<file path="src/lsu_pkg.sv">
`default_nettype none

package lsu_pkg;

    // load/store width codes
    localparam logic [2:0] f3_byte   = 3'b000;
    localparam logic [2:0] f3_half   = 3'b001;
    localparam logic [2:0] f3_word   = 3'b010;
    localparam logic [2:0] f3_byte_u = 3'b100;
    localparam logic [2:0] f3_half_u = 3'b101;

    // a memory word, whole or per byte lane
    typedef union packed {
        logic [31:0]     word;
        logic [3:0][7:0] bytes;
    } mem_word_u;

    typedef struct packed {
        logic [31:0] pc;
        logic [31:0] alu_result;   // effective address for loads/stores
        logic [31:0] rs2_value;
        logic [4:0]  rd;
        logic [2:0]  funct3;
        logic        mem_ren;
        logic        mem_wen;
        logic        reg_wen;
    } ex_mem_s;

    typedef struct packed {
        logic [31:0] pc;
        logic [4:0]  rd;
        logic        reg_wen;
        logic [2:0]  funct3;
        logic [31:0] pass_value;
        mem_word_u   rdata;        // raw ram word
        logic [1:0]  byte_off;
        logic        is_load;
    } mem_acc_s;

    typedef struct packed {
        logic [31:0] pc;
        logic [4:0]  rd;
        logic        reg_wen;
        logic [31:0] wb_data;
    } mem_wb_s;

    typedef struct packed {
        logic [29:0] addr;         // word address
        logic        write;
        logic [3:0]  wstrb;
        mem_word_u   wdata;
    } mem_req_s;

endpackage

`default_nettype wire

</file>
<file path="src/mem_stage_in.sv">
`timescale 1ns/1ps
`default_nettype none

module mem_stage_in (
    input  logic             clk,
    input  logic             rst_n,

    input  logic             in_valid,
    output logic             in_ready,
    input  lsu_pkg::ex_mem_s in_data,

    output logic             stg_valid,
    input  logic             stg_ready,
    output lsu_pkg::ex_mem_s stg_data
);

    logic             full;
    lsu_pkg::ex_mem_s data_q;
    logic             load;

    // room if empty or draining this cycle
    assign in_ready = ~full | stg_ready;
    assign load     = in_valid & in_ready;

    always_ff @(posedge clk) begin
        if (!rst_n) begin
            full <= 1'b0;
        end else if (load) begin
            full <= 1'b1;
        end else if (stg_ready) begin
            full <= 1'b0;
        end
    end

    always_ff @(posedge clk) begin
        if (load) begin
            data_q <= in_data;
        end
    end

    assign stg_valid = full;
    assign stg_data  = data_q;

endmodule

`default_nettype wire

</file>
<file path="config.mk">
export PLATFORM = sky130hd
export DESIGN_NAME = mem_stage_in
export DESIGN_NICKNAME = d
export VERILOG_FILES = /design/src/lsu_pkg.sv /design/src/mem_stage_in.sv
export SDC_FILE = /design/constraint.sdc
export NUM_CORES = 1
export LEC_CHECK = 0
export CORE_MARGIN = 8
export CORE_UTILIZATION = 40
export CTS_BUF_LIST = sky130_fd_sc_hd__clkbuf_8 sky130_fd_sc_hd__clkbuf_16
export CTS_CLUSTER_SIZE = 16
export DETAILED_ROUTE_END_ITERATION = 7
export DONT_BUFFER_PORTS = 1
export GPL_ROUTABILITY_DRIVEN = 0
export PLACE_DENSITY = 0.51
export REMOVE_ABC_BUFFERS = 1
export SLEW_MARGIN = 20
export SYNTH_ARGS = -nofsm -noshare
export SYNTH_HDL_FRONTEND = slang
export SYNTH_SLANG_ARGS = --single-unit
</file>
<file path="constraint.sdc">
create_clock -name clk -period 1.8 [get_ports clk]
set_input_delay 0.36 -clock clk [delete_from_list [all_inputs] [get_ports clk]]
set_output_delay 0.36 -clock clk [all_outputs]
set_load 0.01 [all_outputs]
</file>
* Word level (Yosys, flattened, before mapping)
Cells that the tools add are included.
** Word-level totals
- Register bits after elaboration :: 108
- Output and inout bits :: 109
- Input port bits :: 111
** Cells by class
- Bitwise operators :: 3
- Mux-type cells :: 2
- Reductions and logical operators :: 1
** Operator list (count)
- 1-bit two-way mux :: 2
- 2-bit nonzero test :: 1
- 1-bit bitwise AND :: 1
- 1-bit inverter :: 1
- 1-bit bitwise OR :: 1

* Logic depth before layout (Yosys ltp)
- Word-level depth :: 4
- Depth in mapped cells :: 2
- Gate-level depth less buffers :: 2

* Worst setup path before layout
Ideal clock, no wire load.
- Path type :: in2reg
- Start :: input port stg_ready
- End :: register data_q (netlist bit stg_data[0]) (enable)
- Data required time :: 1.409 ns
- Data arrival time :: 1.325 ns
- Library setup time :: 0.391 ns
- Slack :: 0.083 ns
- Buffers on the path :: 0
- Stages on the path :: 2
- Cells stage by stage :: nand2b_4 > and2_4
** On the way
- Word-level cells in the longest chain between the ends :: 2
** RTL lines
- start: declaration :: RTL line mem_stage_in.sv:13 : input logic stg_ready,
- 1-bit bitwise OR :: RTL line mem_stage_in.sv:22 : assign in_ready = ~full | stg_ready;
- 1-bit bitwise AND :: RTL line mem_stage_in.sv:23 : assign load = in_valid & in_ready;
- named net load :: RTL line mem_stage_in.sv:19 : logic load;
- end signal: assignment :: RTL line mem_stage_in.sv:37 : data_q <= in_data;
- end: declaration :: RTL line mem_stage_in.sv:18 : lsu_pkg::ex_mem_s data_q;
The timed path passes the listed nets, and every way through them passes these cells.
A chain may end at the register's enable or synchronous reset.

* Worst setup path in the final report
- Start :: register full (netlist: stg_valid)
- End :: register data_q (netlist bit stg_data[37]) (enable)
** On the way
- Word-level cells in the longest chain between the ends :: 3
** RTL lines
- start: declaration :: RTL line mem_stage_in.sv:17 : logic full;
- start signal: assignment :: RTL line mem_stage_in.sv:27 : full <= 1'b0;
- start signal: assignment :: RTL line mem_stage_in.sv:29 : full <= 1'b1;
- start signal: assignment :: RTL line mem_stage_in.sv:31 : full <= 1'b0;
- 1-bit inverter :: RTL line mem_stage_in.sv:22
- 1-bit bitwise OR :: RTL line mem_stage_in.sv:22
- named net in_ready :: RTL line mem_stage_in.sv:9 : output logic in_ready,
- 1-bit bitwise AND :: RTL line mem_stage_in.sv:23
- named net load :: RTL line mem_stage_in.sv:19
The timed path passes the listed nets, and every way through them passes these cells.

==> metrics <==
status=completed; worst-margin pin slew=0.278 ns; most frequent cells in the layout=edfxtp_1 (107), clkbuf_8 (9); clk_lat worst skew=0.36 ns; P_sw=0.000981 W; uppermost routed layer=met5; Slew HR=81.4%; flop-to-flop setup slack=0.44 ns; largest cells by area after synthesis=edfxtp_1 (98%), dfxtp_1 (0.61%), nand2b_4 (0.42%); critical path startpoint category=flip-flop; Clock Path Buffers=2; Final Hold Vio Count=0; max-slew violation count=0; period utilization=75.7%; metal2 WL=3.78 mm; TritonCTS clock tree=built; R2R Path End=stg_data[37]; Syn-to-layout area delta=12.1%; Ports=220; first-pass GRT wire length=9.29 mm; RSZ-0062 raised after global routing=no; reg-to-reg startpoint=stg_valid; port bufs=0; Synth cell types=6; vias in the first global route=1,265; DRT iter0 DRCs=55; CP Class=flip-flop to flip-flop; Yosys Warn Count=0; First-pass DRT Iterations=5; total global-route track usage=11.7%; Final nets=236; TritonCTS Buffers=9; post-CTS resize count=0; Cell Int Power=0.00376 W; hold wc startpoint=in_data[58]; sequential share of power=65.2%; Clock Skew=0.0127 ns; layout cells sized above 1=16.2%; Max rail drop VDD=0.506 mV; worst hold stages=0; hold crit path type=primary input to flip-flop; CP arrival=1.40 ns; wire length on met1=2.30 mm; met3 wire len=883 µm; placed cell area=3440 µm²; die height=106 µm; Design Power=0.00474 W; Final setup viols=0; PD cells=1290 nW/µm²; clock-pin slew on the worst setup and hold paths=0.10 ns; DRT antenna net count=0; setup_tns=0 ns; clock power share=33.1%; Syn Area/Cell=29.2 µm²; Die W=106 µm; largest net degree at the start of global routing=53; Synth area leader=edfxtp_1; Max Cap Viol=0; CTS sink cnt=108; Design Area, Final=3670 µm²; H-Tree Depth=3; vias per cell=4.95; post-synthesis sequential area ratio=98.9%; Fmax=0.734 GHz; routed length per instance=30.1 µm; worst-case reg-to-reg path depth=3; GRT overflow=0; core footprint=8050 µm²; DRC Markers=0; initial antenna violation count=3; Sw Share=20.7%; Vias=1,174; synthesized cell area=3270 µm²; CTS root buf=clkbuf_8; worst path required time=1.83 ns; Leakage=1.20 nW; Tmin final=1.36 ns; Die Footprint=11,300 µm²; CP max FO=52; hold worst-path end=stg_data[58]; Worst Setup End Kind=flip-flop; Total Routed Length=7.14 mm; hold buffers post-CTS=0; Synth Instances=112; post-synth top area share=98.2%; Filler cells=692; FP Rows=33; Combinational Power Share=1.6%; commonest non-fill, non-tap cell in the layout=edfxtp_1; Post-CTS Setup Inserts=0; initial core utilization=40.6%; Yosys reg bits=108
==> final cells by class <==
type / instances / area, µm² / area share, %
flip-flops and latches: 108 / 3230 / 88.2
well taps: 105 / 131 / 3.58
clock buffers: 9 / 124 / 3.38
clock inverters: 7 / 96.3 / 2.63
repair buffers: 2 / 40.0 / 1.09
multi-input cells: 3 / 33.8 / 0.921
diodes: 2 / 5.00 / 0.136
inverters: 1 / 3.75 / 0.102
==> metrics by stage <==
step	worst slack [ns]	hold WS, ns	util, %	instances
after global routing	0.383	0.0545	45.5	237
after CTS	0.442	0.0678	45.5	235
after global placement	0.453	0.459	42.8	219
after detailed placement	0.429	0.459	42.8	219
final	0.437	0.0898	45.5	237
after floorplan	0.0834	0.459	-	112
==> power by group through the flow <==
stage | registers, W | clock network [W] | logic (W)
after floorplan | 0.00311 | 0 | 0.0000500
after global placement | 0.00315 | 0 | 0.0000746
after detailed placement | 0.00315 | 0 | 0.0000788
after CTS | 0.00310 | 0.00161 | 0.0000791
after global routing | 0.00311 | 0.00170 | 0.0000858
final | 0.00309 | 0.00157 | 0.0000778
==> cell usage after synthesis <==
cell        n
a21boi_2    1
and2_4      1
inv_1       1
nand2b_4    1
dfxtp_1     1
edfxtp_1  107
==> worst max-delay path: stages, from the launching register on <==
cell and delay (ns):
dfxtp_1 0.38, nand2b_4 0.12, and2_4 0.24, buf_12 0.28
==> registers in the layout, summed over array words and instances (netlist names) <==
register,flops
stg_data,107
stg_valid,1
==> worst max-delay path by stage <==
stage	cells past startpoint	slack [ns]	end	from
final	3	0.44	stg_data[37]	stg_valid
after global routing	3	0.38	stg_data[37]	stg_valid
after CTS	3	0.44	stg_data[37]	stg_valid
after detailed placement	3	0.43	stg_data[61]	stg_ready
after global placement	3	0.45	stg_data[72]	stg_ready
after floorplan	2	0.08	stg_data[0]	stg_ready
==> logic make-up (layout without fill, tap and decap cells) <==
group	count (synthesis)	count (layout)	share of synthesized area, %
buffers and inverters	1	19	0.115
and+or+nand+nor	2	2	0.689
AOI/OAI and AO/OA	1	1	0.344
DFF	108	108	98.9
other	0	2	0
==> per-layer routing <==
metal | vias up | global-route usage [%]
met5 | - | 0
li1 | 478 | -
met1 | 568 | 10.9
met4 | 2 | 6.63
met2 | 113 | 18.9
met3 | 13 | 7.86
Power figures use the tool's default switching activity.
