### config.mk
export PLATFORM = sky130hd
export DESIGN_NAME = load_extend
export DESIGN_NICKNAME = d
export VERILOG_FILES = /design/src/lsu_pkg.sv /design/src/load_extend.sv
export SDC_FILE = /design/constraint.sdc
export NUM_CORES = 1
export LEC_CHECK = 0
export ABC_AREA = 1
export BUFFER_PORTS_ARGS = -buffer_cell sky130_fd_sc_hd__buf_2
export CORE_UTILIZATION = 41
export CTS_BUF_LIST = sky130_fd_sc_hd__clkbuf_8 sky130_fd_sc_hd__clkbuf_16
export CTS_CLUSTER_DIAMETER = 120
export DETAILED_ROUTE_END_ITERATION = 7
export PLACE_DENSITY = 0.76
export SLEW_MARGIN = 20
export SYNTH_ARGS = -nofsm -noshare
export SYNTH_HDL_FRONTEND = slang
export SYNTH_SLANG_ARGS = --single-unit
export TNS_END_PERCENT = 1
### constraint.sdc
create_clock -name clk -period 4.7 [get_ports clk]
set_input_delay 0.94 -clock clk [delete_from_list [all_inputs] [get_ports clk]]
set_output_delay 0.94 -clock clk [all_outputs]
set_load 0.005 [all_outputs]
### src/lsu_pkg.sv
`default_nettype none

package lsu_pkg;

    // load/store width codes
    localparam logic [2:0] f3_byte   = 3'b000;
    localparam logic [2:0] f3_half   = 3'b001;
    localparam logic [2:0] f3_word   = 3'b010;
    localparam logic [2:0] f3_byte_u = 3'b100;
    localparam logic [2:0] f3_half_u = 3'b101;

    // a memory word, whole or per byte lane
    typedef union packed {
        logic [31:0]     word;
        logic [3:0][7:0] bytes;
    } mem_word_u;

    typedef struct packed {
        logic [31:0] pc;
        logic [31:0] alu_result;   // effective address for loads/stores
        logic [31:0] rs2_value;
        logic [4:0]  rd;
        logic [2:0]  funct3;
        logic        mem_ren;
        logic        mem_wen;
        logic        reg_wen;
    } ex_mem_s;

    typedef struct packed {
        logic [31:0] pc;
        logic [4:0]  rd;
        logic        reg_wen;
        logic [2:0]  funct3;
        logic [31:0] pass_value;
        mem_word_u   rdata;        // raw ram word
        logic [1:0]  byte_off;
        logic        is_load;
    } mem_acc_s;

    typedef struct packed {
        logic [31:0] pc;
        logic [4:0]  rd;
        logic        reg_wen;
        logic [31:0] wb_data;
    } mem_wb_s;

    typedef struct packed {
        logic [29:0] addr;         // word address
        logic        write;
        logic [3:0]  wstrb;
        mem_word_u   wdata;
    } mem_req_s;

endpackage

`default_nettype wire

### src/load_extend.sv
`timescale 1ns/1ps
`default_nettype none

module load_extend (
    input  logic              clk,
    input  logic              rst_n,

    input  logic              acc_valid,
    output logic              acc_ready,
    input  lsu_pkg::mem_acc_s acc_data,

    output logic              out_valid,
    input  logic              out_ready,
    output lsu_pkg::mem_wb_s  out_data
);

    logic [7:0]  sel_byte;
    logic [15:0] sel_half;
    logic [31:0] wb_next;
    logic        take;

    assign acc_ready = ~out_valid | out_ready;
    assign take      = acc_valid & acc_ready;

    assign sel_byte = acc_data.rdata.bytes[acc_data.byte_off];
    assign sel_half = {acc_data.rdata.bytes[{acc_data.byte_off[1], 1'b1}],
                       acc_data.rdata.bytes[{acc_data.byte_off[1], 1'b0}]};

    always_comb begin
        if (!acc_data.is_load) begin
            wb_next = acc_data.pass_value;    // alu result, stores too
        end else begin
            case (acc_data.funct3)
                lsu_pkg::f3_byte:   wb_next = {{24{sel_byte[7]}}, sel_byte};
                lsu_pkg::f3_half:   wb_next = {{16{sel_half[15]}}, sel_half};
                lsu_pkg::f3_byte_u: wb_next = {24'd0, sel_byte};
                lsu_pkg::f3_half_u: wb_next = {16'd0, sel_half};
                lsu_pkg::f3_word:   wb_next = acc_data.rdata.word;
                default:            wb_next = acc_data.rdata.word;
            endcase
        end
    end

    always_ff @(posedge clk) begin
        if (!rst_n) begin
            out_valid <= 1'b0;
        end else if (take) begin
            out_valid <= 1'b1;
        end else if (out_ready) begin
            out_valid <= 1'b0;
        end
    end

    always_ff @(posedge clk) begin
        if (take) begin
            out_data.pc      <= acc_data.pc;
            out_data.rd      <= acc_data.rd;
            out_data.reg_wen <= acc_data.reg_wen;
            out_data.wb_data <= wb_next;
        end
    end

endmodule

`default_nettype wire

* Yosys cells after proc, flatten, opt, wreduce, memory -nomap -nowiden *
Index checks and enable logic that the tools add are counted.
W data, S select, Z words.

operators by class
  bitwise operators = 3
  reduce and logical (&&, ||, !) cells = 2
  multiplexer cells = 10
  equal/unequal tests = 3
  $lt $le $gt $ge = 3

operators with widths
  kind                  number
  $pmux W32 S4          1
  $mux W8               5
  $mux W32              1
  $bmux W8 S2           1
  $lt A2 B3 Y1 const B  3
  $eq A3 B3 Y1 const B  2
  $eq A3 B1 Y1 const B  1
  $logic_not A3 Y1      1
  $mux W1               2
  $reduce_bool A2 Y1    1
  $and A1 B1 Y1         1
  $not A1 Y1            1
  $or A1 B1 Y1          1

word-level totals
  word-level logic and storage cells = 26
  input bits = 112
  output and inout bits = 72
  flip-flop bits (word level) = 71

* Longest topological paths before layout *
  depth in word-level cells = 4
  mapped depth = 11
  mapped depth without buffers = 9

* Least setup slack after synthesis *
Ideal clock, no wire load.

  kind = input to register
  from = input acc_valid
  to = register out_data[0] (netlist bit), enable pin
  data arrival time = 4.372 ns
  library setup time = 0.521 ns
  path slack = -0.193 ns
  stages = 2
  required time = 4.179 ns
  path through = inv_1 > a21oi_1

on the way
  word-level cells in the longest chain between the ends = 1

ends and longest elaborated chain
  what             RTL line           source
  start, declared  load_extend.sv:8   input logic acc_valid,
  $and A1 B1 Y1    load_extend.sv:23  assign take = acc_valid & acc_ready;
  via take         load_extend.sv:20  logic take;
  end, declared    load_extend.sv:14  output lsu_pkg::mem_wb_s out_data

The timed path passes the listed nets, and every way through them passes these cells.
A chain may end at the register's enable or synchronous reset.

* Worst setup path in the final report *
  from = input acc_data[68] (netlist bit)
  to = register out_data[14] (netlist bit), data pin

on the way
  word-level cells in the longest chain between the ends = 3

ends and longest elaborated chain
  what                                        RTL line           source
  start, declared                             load_extend.sv:10  input lsu_pkg::mem_acc_s acc_data,
  $eq A3 B3 Y1, or another cell as far along  load_extend.sv:33  case (acc_data.funct3)
  $pmux W32 S4 (*)                            load_extend.sv:33
  $mux W32 (*)                                load_extend.sv:30  if (!acc_data.is_load) begin
  via wb_next[14]                             load_extend.sv:19  logic [31:0] wb_next;

Mark *: on every way through the listed nets, which the timed path passes. The rest lies on a longest branch.

==> flow_metrics.tcl <==
set metrics [dict create \
    mappedNetlistNets 485 \
    layout_cell_share_with_drive_strength_beyond_1_pct 43.6 \
    tritoncts_num_sinks 71 \
    yosysWarnings 0 \
    timing.final.hold_violations 0 \
    finalSetupViolCount 0 \
    layout.cell_area.non_filler_sq_um 4780 \
    cp-start-kind "primary input" \
    power.ir.vdd_worst_uv 164 \
    tritoncts "done" \
    slowest_stage "sky130_fd_sc_hd__buf_2" \
    layout.nets 662 \
    worst_hold_path_type "flop to flop" \
    detailroute.via_count 3235 \
    initialDrtViolationCount 224 \
    crit_chain "buf_2, clkinv_2, nand2_1, nor2_2, nand2_4, nand2_1, nand2_1, nand2_1" \
    core_area_sq_um 8300 \
    place_hpwl_microns 7600 \
    timing.critical_path.slowest_cell_delay_ns 0.51 \
    number_of_antenna_violations_at_the_first_check_in_global_routing 2 \
    ys_types 22 \
    max_cap_viol_count 0 \
    die-width_microns 95.0 \
    wire_length_of_the_first_global_routing_pass_microns 14800 \
    timing.final.crit_period_ns 2.54 \
    row_count 33 \
    slew_violations 0 \
    die_height_microns 95.0 \
    postSynth.asyncResetShare_pct 0 \
    worst_path_dominant_cell_family "buffers and inverters" \
    timing_worst_setup_path_type "primary input to flop" \
    grt_start_max_net_pins 41 \
    place_worst_setup_slack_ns 1.87 \
    post_dp_area_sq_um 4500 \
    cts.repair.resized 0 \
    gr-usage-all-layers_pct 22.1 \
    fillCellCount 743 \
    ctsRootBufferMaster "sky130_fd_sc_hd__clkbuf_8" \
    rsz_0062_raised_after_global_routing "no" \
    max_slew_margin_pct 56.0 \
    initial_utilization_pct 42.7 \
    end_kind "flop" \
    drc_errors 0 \
    crit_buf_inv 2 \
    first_global_vias 3021 \
    synth_area_sq_um 3550 \
    critical_path.most_common_cell "sky130_fd_sc_hd__nand2_1" \
    portion_of_synthesized_cell_area_occupied_by_the_leading_cell_type_pct 59.3 \
    syn_inst 373 \
    post_synth_top_cells "sky130_fd_sc_hd__nand2_1, sky130_fd_sc_hd__edfxtp_1, sky130_fd_sc_hd__inv_1, sky130_fd_sc_hd__a21oi_1, sky130_fd_sc_hd__nand3_1" \
    fin_cells 661 \
    area_delta_synth_final_pct 34.8 \
    outcome "completed" \
    pwr_density_cell_nw_per_um2 336 \
    yosys_register_bits 71 \
    drt_first_pass_iters 5 \
    htree_num_levels 3 \
    ys_seq_area_share_pct 59.8 \
    synth.most_common_cell "sky130_fd_sc_hd__nand2_1" \
    worst_ep_required_time_ns 4.80 \
    cts.hold.buffers_added 0 \
    gpl.final_weighted_congestion 0.895 \
    post-cts-setup-buffers 0 \
    grt_overflow 0 \
    synth-edff-count 70 \
    floorplan.die_area_sq_um 9030 \
    dp_cells 643 \
    cts.path.max_buffers 2 \
    clock_latency_ns 0.34 \
    numCtsBuffers 9 \
    port_buffers 183 \
    finClkSkew_ns 0.00850 \
    final_wl_microns 10000 \
    yosys_most_used_dff "sky130_fd_sc_hd__edfxtp_1" \
    path_clk_slew_ns 0.08 \
    antenna_nets_post_route 0 \
    part_of_the_cycle_the_worst_path_needs_pct 54.0 \
    worstPathMaxFanout 35 \
    max_slew.worst_pin.slew_ns 0.659 \
    via_per_inst 4.89 \
    route.detailed.wl_per_inst_microns 15.2 \
    postLayoutSetupSlackWorst_ns 2.16 \
    crit_arrival_ns 2.63 \
    power.leakage_nw 2.42 \
    cell_type_with_the_highest_aggregate_area_in_the_netlist "sky130_fd_sc_hd__edfxtp_1" \
    final_core_util_pct 57.6 \
    io_pins 184 \
    setup_tns_ns 0 \
    yosys-top-cells-area "sky130_fd_sc_hd__edfxtp_1, sky130_fd_sc_hd__nand2_1, sky130_fd_sc_hd__a21oi_1" \
    fmax_mhz 394 \
    syn_avg_cell_area_sq_um 9.51 \
]
## layer usage
layer	vias to the layer above	share of wire (%)	track usage, %
met5	-	0.13	0
met4	2	1.0	7.07
met3	12	9.2	5.98
met2	166	49	37.5
met1	1482	41	27.5
li1	1573	-	-
## flip-flops by register name (all words and copies together), names as in the netlist
name,cells
out_valid,1
out_data,70
## metrics by stage
stage	hold slack, ns	power (mW)
2_1_floorplan	0.536	0.894
3_3_place_gp	0.525	1.00
3_5_place_dp	0.541	1.01
4_1_cts	0.553	1.61
5_1_grt	0.586	1.67
6_report	0.545	1.61
## report_power, final
part	leakage, nW	internal, mW	total, mW	switching [mW]
logic	1.61	0.104	0.239	0.135
clock network	0.124	0.371	0.607	0.237
registers	0.687	0.748	0.759	0.0110
## kinds of logic (layout without fill, tap and decap cells)
| logic type | after synthesis | count (layout) | synth area share (%) |
|---|---|---|---|
| buffers and inverters | 61 | 243 | 8.15 |
| AND/OR/NAND/NOR | 204 | 204 | 26.7 |
| flip-flops | 71 | 71 | 59.8 |
| AO/OA/AOI/OAI | 37 | 37 | 5.33 |
| other | 0 | 1 | 0 |
## final cells by class
cell class	instances	area (sq um)	share of cell area, %
clock buffer	10	138	2.88
tap	105	131	2.75
sequential	71	2120	44.4
clock inverter	6	115	2.41
multi-input combinational	241	1150	24.0
antenna	1	2.50	0.0523
inverter	42	161	3.38
timing repair buffer	185	963	20.2
## layout by cell type, fill, tap and decap left out, types with 2 or more instances in the layout
master / netlist / routed
sky130_fd_sc_hd__nand2_4: 2 / 2
sky130_fd_sc_hd__inv_2: 2 / 3
sky130_fd_sc_hd__nor2_1: 8 / 8
sky130_fd_sc_hd__inv_6: 0 / 2
sky130_fd_sc_hd__buf_2: 3 / 183
sky130_fd_sc_hd__o21ai_0: 2 / 2
sky130_fd_sc_hd__clkbuf_8: 0 / 10
sky130_fd_sc_hd__nand2_2: 3 / 3
sky130_fd_sc_hd__bufinv_16: 0 / 3
sky130_fd_sc_hd__nand2_1: 133 / 133
sky130_fd_sc_hd__nand3_1: 28 / 28
sky130_fd_sc_hd__a21oi_1: 33 / 32
sky130_fd_sc_hd__or2_2: 16 / 16
sky130_fd_sc_hd__inv_1: 38 / 37
sky130_fd_sc_hd__nand3_2: 12 / 12
sky130_fd_sc_hd__edfxtp_1: 70 / 70
## path summary, 6_finish.rpt
kind | slack (ns) | from | depth (start not counted) | end
max | 2.16 | acc_data[68] | 8 | out_data[14]
max reg2reg | 3.01 | out_valid | 3 | out_data[37]
min reg2reg | 0.54 | out_valid | 2 | out_valid
min | 0.54 | out_valid | 2 | out_valid
## tightest hold or removal path: stages, from the launching register on
cell and delay [ns]:
sky130_fd_sc_hd__dfxtp_1 0.35, sky130_fd_sc_hd__nand2_1 0.09, sky130_fd_sc_hd__a21boi_0 0.07
No activity file was read; power rests on OpenSTA's default activity.
