[config.mk]
export PLATFORM = sky130hd
export DESIGN_NAME = lsu_bus_ctrl
export DESIGN_NICKNAME = d
export VERILOG_FILES = /design/src/lsu_pkg.sv /design/src/lsu_bus_ctrl.sv
export SDC_FILE = /design/constraint.sdc
export NUM_CORES = 1
export LEC_CHECK = 0
export BUFFER_PORTS_ARGS = -buffer_cell sky130_fd_sc_hd__buf_2
export CAP_MARGIN = 10
export CORE_AREA = 2 2 126 128
export CTS_CLUSTER_SIZE = 24
export DETAILED_ROUTE_END_ITERATION = 7
export DIE_AREA = 0 0 128 130
export PLACE_DENSITY_LB_ADDON = 0.3
export SLEW_MARGIN = 15
export SYNTH_ARGS = -nofsm -noshare
export SYNTH_HDL_FRONTEND = slang
export SYNTH_SLANG_ARGS = --single-unit
[constraint.sdc]
create_clock -name clk -period 3.8 [get_ports clk]
set_clock_uncertainty 0.1 [all_clocks]
set_input_delay 0.95 -clock clk [delete_from_list [all_inputs] [get_ports clk]]
set_output_delay 0.95 -clock clk [all_outputs]
set_load 0.05 [all_outputs]
[src/lsu_pkg.sv]
`default_nettype none

package lsu_pkg;

    // load/store width codes
    localparam logic [2:0] f3_byte   = 3'b000;
    localparam logic [2:0] f3_half   = 3'b001;
    localparam logic [2:0] f3_word   = 3'b010;
    localparam logic [2:0] f3_byte_u = 3'b100;
    localparam logic [2:0] f3_half_u = 3'b101;

    // a memory word, whole or per byte lane
    typedef union packed {
        logic [31:0]     word;
        logic [3:0][7:0] bytes;
    } mem_word_u;

    typedef struct packed {
        logic [31:0] pc;
        logic [31:0] alu_result;   // effective address for loads/stores
        logic [31:0] rs2_value;
        logic [4:0]  rd;
        logic [2:0]  funct3;
        logic        mem_ren;
        logic        mem_wen;
        logic        reg_wen;
    } ex_mem_s;

    typedef struct packed {
        logic [31:0] pc;
        logic [4:0]  rd;
        logic        reg_wen;
        logic [2:0]  funct3;
        logic [31:0] pass_value;
        mem_word_u   rdata;        // raw ram word
        logic [1:0]  byte_off;
        logic        is_load;
    } mem_acc_s;

    typedef struct packed {
        logic [31:0] pc;
        logic [4:0]  rd;
        logic        reg_wen;
        logic [31:0] wb_data;
    } mem_wb_s;

    typedef struct packed {
        logic [29:0] addr;         // word address
        logic        write;
        logic [3:0]  wstrb;
        mem_word_u   wdata;
    } mem_req_s;

endpackage

`default_nettype wire

[src/lsu_bus_ctrl.sv]
`timescale 1ns/1ps
`default_nettype none

module lsu_bus_ctrl (
    input  logic               clk,
    input  logic               rst_n,

    input  logic               stg_valid,
    output logic               stg_ready,
    input  lsu_pkg::ex_mem_s   stg_data,

    output logic               req_valid,
    input  logic               req_ready,
    output lsu_pkg::mem_req_s  req,

    input  logic               rsp_valid,
    input  lsu_pkg::mem_word_u rsp_rdata,

    output logic               acc_valid,
    input  logic               acc_ready,
    output lsu_pkg::mem_acc_s  acc_data
);

    localparam logic [1:0] ST_IDLE = 2'd0;
    localparam logic [1:0] ST_REQ  = 2'd1;
    localparam logic [1:0] ST_WAIT = 2'd2;
    localparam logic [1:0] ST_HAND = 2'd3;

    logic [1:0]         state;
    lsu_pkg::ex_mem_s   cur;
    lsu_pkg::mem_word_u raw_q;
    lsu_pkg::mem_word_u lane_data;
    logic [3:0]         lane_strb;
    logic [1:0]         off;
    logic               is_mem;

    assign stg_ready = (state == ST_IDLE);
    assign req_valid = (state == ST_REQ);
    assign acc_valid = (state == ST_HAND);
    assign is_mem    = stg_data.mem_ren | stg_data.mem_wen;
    assign off       = cur.alu_result[1:0];

    always_ff @(posedge clk) begin
        if (!rst_n) begin
            state <= ST_IDLE;
        end else begin
            case (state)
                ST_IDLE: begin
                    if (stg_valid) begin
                        state <= is_mem ? ST_REQ : ST_HAND;
                    end
                end
                ST_REQ: begin
                    if (req_ready) begin
                        state <= ST_WAIT;
                    end
                end
                ST_WAIT: begin
                    if (rsp_valid) begin
                        state <= ST_HAND;
                    end
                end
                default: begin
                    if (acc_ready) begin
                        state <= ST_IDLE;
                    end
                end
            endcase
        end
    end

    always_ff @(posedge clk) begin
        if (stg_valid && stg_ready) begin
            cur <= stg_data;
        end
        if (state == ST_WAIT && rsp_valid) begin
            raw_q <= rsp_rdata;    // stores respond too, word is ignored
        end
    end

    // store lanes and strobes from width and offset
    always_comb begin
        lane_data.word = '0;
        lane_strb      = 4'b0000;
        case (cur.funct3)
            lsu_pkg::f3_byte, lsu_pkg::f3_byte_u: begin
                lane_data.bytes[off] = cur.rs2_value[7:0];
                lane_strb[off]       = 1'b1;
            end
            lsu_pkg::f3_half, lsu_pkg::f3_half_u: begin
                lane_data.bytes[{off[1], 1'b0}] = cur.rs2_value[7:0];
                lane_data.bytes[{off[1], 1'b1}] = cur.rs2_value[15:8];
                lane_strb[{off[1], 1'b0}]       = 1'b1;
                lane_strb[{off[1], 1'b1}]       = 1'b1;
            end
            default: begin
                lane_data.word = cur.rs2_value;
                lane_strb      = 4'b1111;
            end
        endcase
    end

    assign req.addr  = cur.alu_result[31:2];
    assign req.write = cur.mem_wen;
    assign req.wstrb = cur.mem_wen ? lane_strb : 4'b0000;
    assign req.wdata = lane_data;

    assign acc_data.pc         = cur.pc;
    assign acc_data.rd         = cur.rd;
    assign acc_data.reg_wen    = cur.reg_wen;
    assign acc_data.funct3     = cur.funct3;
    assign acc_data.pass_value = cur.alu_result;
    assign acc_data.rdata      = raw_q;
    assign acc_data.byte_off   = off;
    assign acc_data.is_load    = cur.mem_ren;

endmodule

`default_nettype wire

After elaboration in Yosys (flattened, before gate mapping)
Index checks and enable logic that the tools add are counted.
- register bits after elaboration: 141
- input port bits: 145
- output and inout bits: 178
- logic and storage cells: 62
- $lt $le $gt $ge: 6
- equality and inequality tests: 9
- multiplexer cells: 22
- bitwise logic cells: 4
- reduce and logical (&&, ||, !) cells: 11
- operator list (operator ; number):
    32-bit one-hot mux with 2 select lines ; 1
    32-bit by 24-bit bitwise AND with 32-bit output ; 1
    32-bit bitwise AND ; 1
    32-bit bitwise mux ; 1
    8-bit two-way mux ; 3
    8-bit demux with 1-bit select ; 2
    8-bit demux with 2-bit select ; 1
    2-bit two-way mux ; 5
    2-bit by 3-bit < comparator with 1-bit output, second input constant ; 3
    4-bit one-hot mux with 2 select lines ; 1
    3-bit equality test, second input constant ; 2
    2-bit by 1-bit >= comparator with 1-bit output, second input constant ; 3
    2-bit one-hot mux with 3 select lines ; 1
    1-bit logical AND ; 5
    2-bit equality test, second input constant ; 2
    4-bit two-way mux ; 1
    2-bit != test, second input constant ; 2
    3-bit by 4-bit OR with 4-bit output ; 1
    4-bit AND reduction ; 1
    4-bit nonzero test ; 1
    2-bit OR reduction ; 2
    3-bit by 1-bit equality test with 1-bit output, second input constant ; 1
    3-bit zero test ; 1
    1-bit two-way mux ; 3
    6 further kinds ; 7

Depth between registers and ports, before layout
- word-level depth: 7
- depth in mapped cells: 5
- gate-level depth less buffers: 5

Worst setup path after synthesis
Ideal clock, no wire load.
- kind: register to register
- start point: reg state[0]
- end point: reg cur (netlist bit acc_data[0]), enable pin
- setup time: 478 ps
- arrival time: 3574 ps
- required time: 3222 ps
- slack: -352 ps
- stages on the path, launching flop included: 4
- buffers on the path: 0
- period minus slack after synthesis: 4152 ps
- cells stage by stage: dfxtp_1 > inv_1 > ha_1 > and2_1
- cells in the longest elaborated chain, start to end: 2
- RTL lines (what ; RTL line ; text):
    start, declared ; lsu_bus_ctrl.sv:29 ; logic [1:0] state;
    start signal, assigned ; lsu_bus_ctrl.sv:50 ; state <= is_mem ? ST_REQ : ST_HAND;
    2-bit zero test ; lsu_bus_ctrl.sv:37 ; assign stg_ready = (state == ST_IDLE);
    named net stg_ready ; lsu_bus_ctrl.sv:9 ; output logic stg_ready,
    1-bit logical AND ; lsu_bus_ctrl.sv:73 ; if (stg_valid && stg_ready) begin
    end signal, assigned ; lsu_bus_ctrl.sv:74 ; cur <= stg_data;
    end, declared ; lsu_bus_ctrl.sv:30 ; lsu_pkg::ex_mem_s cur;
The timed path passes the listed nets, and every way through them passes these cells.
A chain may end at the register's enable or synchronous reset.

==> metrics.csv <==
stage,metric,value,unit
floorplan,die_area,16600,um^2
clocking,clk_latency,0.42,ns
detailed_routing,routed_wirelength,13.0,mm
critical_path,path_class,flip-flop to output pin,
sta,hold_ws,0.453,ns
detailed_routing,vias_per_cell,4.49,
sta,drv_slew,0,
power_and_ir_drop,ir_worst_vdd,0.619,mV
detailed_routing,drt_iter0_drc,147,
sta,tightest_slew,0.759,ns
floorplan,fp.dieW,128,um
yosys,yosysSeqAreaShare,0.740,
grt,grt_max_degree,69,
clocking,cts_tree,built,
clocking,cts_setup_buffers,0,
detailed_routing,drc,0,
critical_path,r2r_slack,1.54,ns
critical_path,max_stage_delay,0.61,ns
power_and_ir_drop,power_density,870,nW/um^2
critical_path,critPathSlowestCell,o21bai_1,
critical_path,start_kind,flip-flop,
detailed_routing,vias,3442,
grt,grt_usage,0.150,
sta,finalSetupViolations,0,
place,pre_cts_ws,1.00,ns
yosys,synth-seq-cells,141,
yosys,yosysUniqueCellTypes,27,
sta,totalNegativeSetupSlack,0,ns
critical_path,arrival,2.14,ns
critical_path,worst_setup_path_end_kind,output pin,
critical_path,worstPathRequired,2.75,ns
layout,area_growth_syn_to_layout,28.8,%
sta,setup_slack,0.611,ns
place,io_buffers,322,
yosys,yosysWarnings,0,
yosys,syn_inst,330,
sta,period_share,0.839,
detailed_routing,antenna_left,0,
sta,max-slew-margin-rel,0.493,
yosys,synthesis.area,5690,um^2
sta,hold_viol,0,
yosys,syn_area_per_cell,17.3,um^2
layout,nNetsFinal,713,
floorplan,initial_utilization,0.369,
place,gp_congestion,0.810,
power_and_ir_drop,power,0.00638,W
sta,rsz0062_at_grt,false,
job,drv_cap,0,
clocking,clk_pin_slew_worst_paths,0.06,ns
detailed_routing,drt_first_pass_iters,4,
sta,clock.fmax,314,MHz
grt,grt_pass1_vias,3530,
clocking,htreeDepth,4,
power_and_ir_drop,leakage,3.24,nW
grt,grt_pass1_wl,18.3,mm
place,placed_cells,734,
layout,stdcell_count,766,
sta,period_minus_slack,3.19,ns
critical_path,worstPathCellList,"nor2b_4, o21bai_1, and2_1, buf_2",
grt,antenna_found_initial,3,
clocking,postCtsHoldBufs,0,
clocking,root_buffer,clkbuf_16,
clocking,clkSinkCount,141,
yosys,syn_nets,482,
layout,drive_above_1_share,0.634,
critical_path,critPathMaxFanout,9,
yosys,synth_top_area_share,0.733,
clocking,cts_buffers,17,
yosys,synthTopCellsByArea,"edfxtp_1 73%, buf_4 14%, a22o_1 2.5%",
grt,overflow,0,
hold_path,hp-class,flip-flop to flip-flop,
floorplan,core_area,15400,um^2
yosys,yosysTopAreaCell,edfxtp_1,
place,place_hpwl,10.0,mm
run_status,outcome,finished clean,
detailed_routing,wl_per_cell,16.9,um
clocking,cts_resized,0,
floorplan,die_y,130,um
floorplan,rows,46,
clocking,cts_max_path_buffers,2,
floorplan,io_pins,323,
-- power breakdown --
| group | total, W | leakage (nW) | switching, W | internal [W] |
|---|---|---|---|---|
| Combinational | 0.00240 | 1.62 | 0.00192 | 0.000479 |
| Sequential | 0.00228 | 1.33 | 0.000151 | 0.00213 |
| Clock | 0.00170 | 0.293 | 0.000653 | 0.00104 |
-- synthesized netlist by cell type, drive strengths merged --
cell type,count
a2111oi,1
a21o,1
a222oi,8
a22o,16
and2,11
and3b,1
and4bb,1
buf,113
dfxtp,2
edfxtp,139
ha,7
inv,13
mux2i,2
nand2,2
nor2b,3
nor3,1
nor3b,2
nor4,1
o211ai,2
o21a,2
o21bai,1
o31a,1
-- through the flow --
step                      instance area (um^2)  utilization
after floorplan                           5690            -
after global placement                    6720        0.436
after detailed placement                  6720        0.436
after CTS                                 7330        0.475
after global routing                      7330        0.475
final                                     7330        0.475
-- layout by cell type, fill, tap and decap left out, types with 3 or more instances in the layout --
| cell | instances |
|---|---|
| inv_6 | 4 |
| a22o_1 | 16 |
| bufinv_16 | 3 |
| clkinv_4 | 3 |
| a222oi_1 | 8 |
| edfxtp_1 | 139 |
| buf_2 | 322 |
| ha_1 | 7 |
| and2_1 | 10 |
| inv_1 | 12 |
| clkbuf_16 | 17 |
-- path summary, 6_finish.rpt --
check / start / to / depth (start not counted)
setup / recovery: acc_data[1] / req[3] / 4
hold / removal: state[0] / state[0] / 2
setup reg to reg: state[0] / acc_data[40] / 4
hold reg to reg: state[0] / state[0] / 2
-- final cells by class --
cell class	instances	area, um^2
multi-input combinational	63	572
clock buffer	17	425
timing repair buffer	325	1650
sequential	141	4210
inverter	13	48.8
tap	192	240
fill	1396	8090
antenna	1	2.50
clock inverter	14	183
-- cell families (layout without fill, tap and decap cells) --
family,count (synthesis),in the layout,share of synthesized area
other cells,0,1,0
buf+inv,126,369,0.160
compound gates,32,32,0.0508
flops,141,141,0.740
fa+ha+maj,7,7,0.0154
mux,2,2,0.00352
simple gates,22,22,0.0303
-- layer usage --
| metal | GRT usage | routed length (um) | vias to the layer above |
|---|---|---|---|
| met5 | 0 | 13 | - |
| li1 | - | - | 1579 |
| met2 | 0.256 | 6660 | 228 |
| met4 | 0.0666 | 222 | 2 |
| met3 | 0.0746 | 1460 | 15 |
| met1 | 0.157 | 4630 | 1618 |
-- worst max-delay path, delay by kind of cell, from the launching register on --
family / cells / cell delay (ns)
compound gates: 1 / 0.61
simple gates: 2 / 0.41
buf+inv: 1 / 0.26
flops: 1 / 0.45
-- sequential cells by signal, indices dropped and copies added (netlist names) --
signal,count
acc_data,74
cur,32
raw_q,32
state,2
req,1
Power figures use the tool's default switching activity.
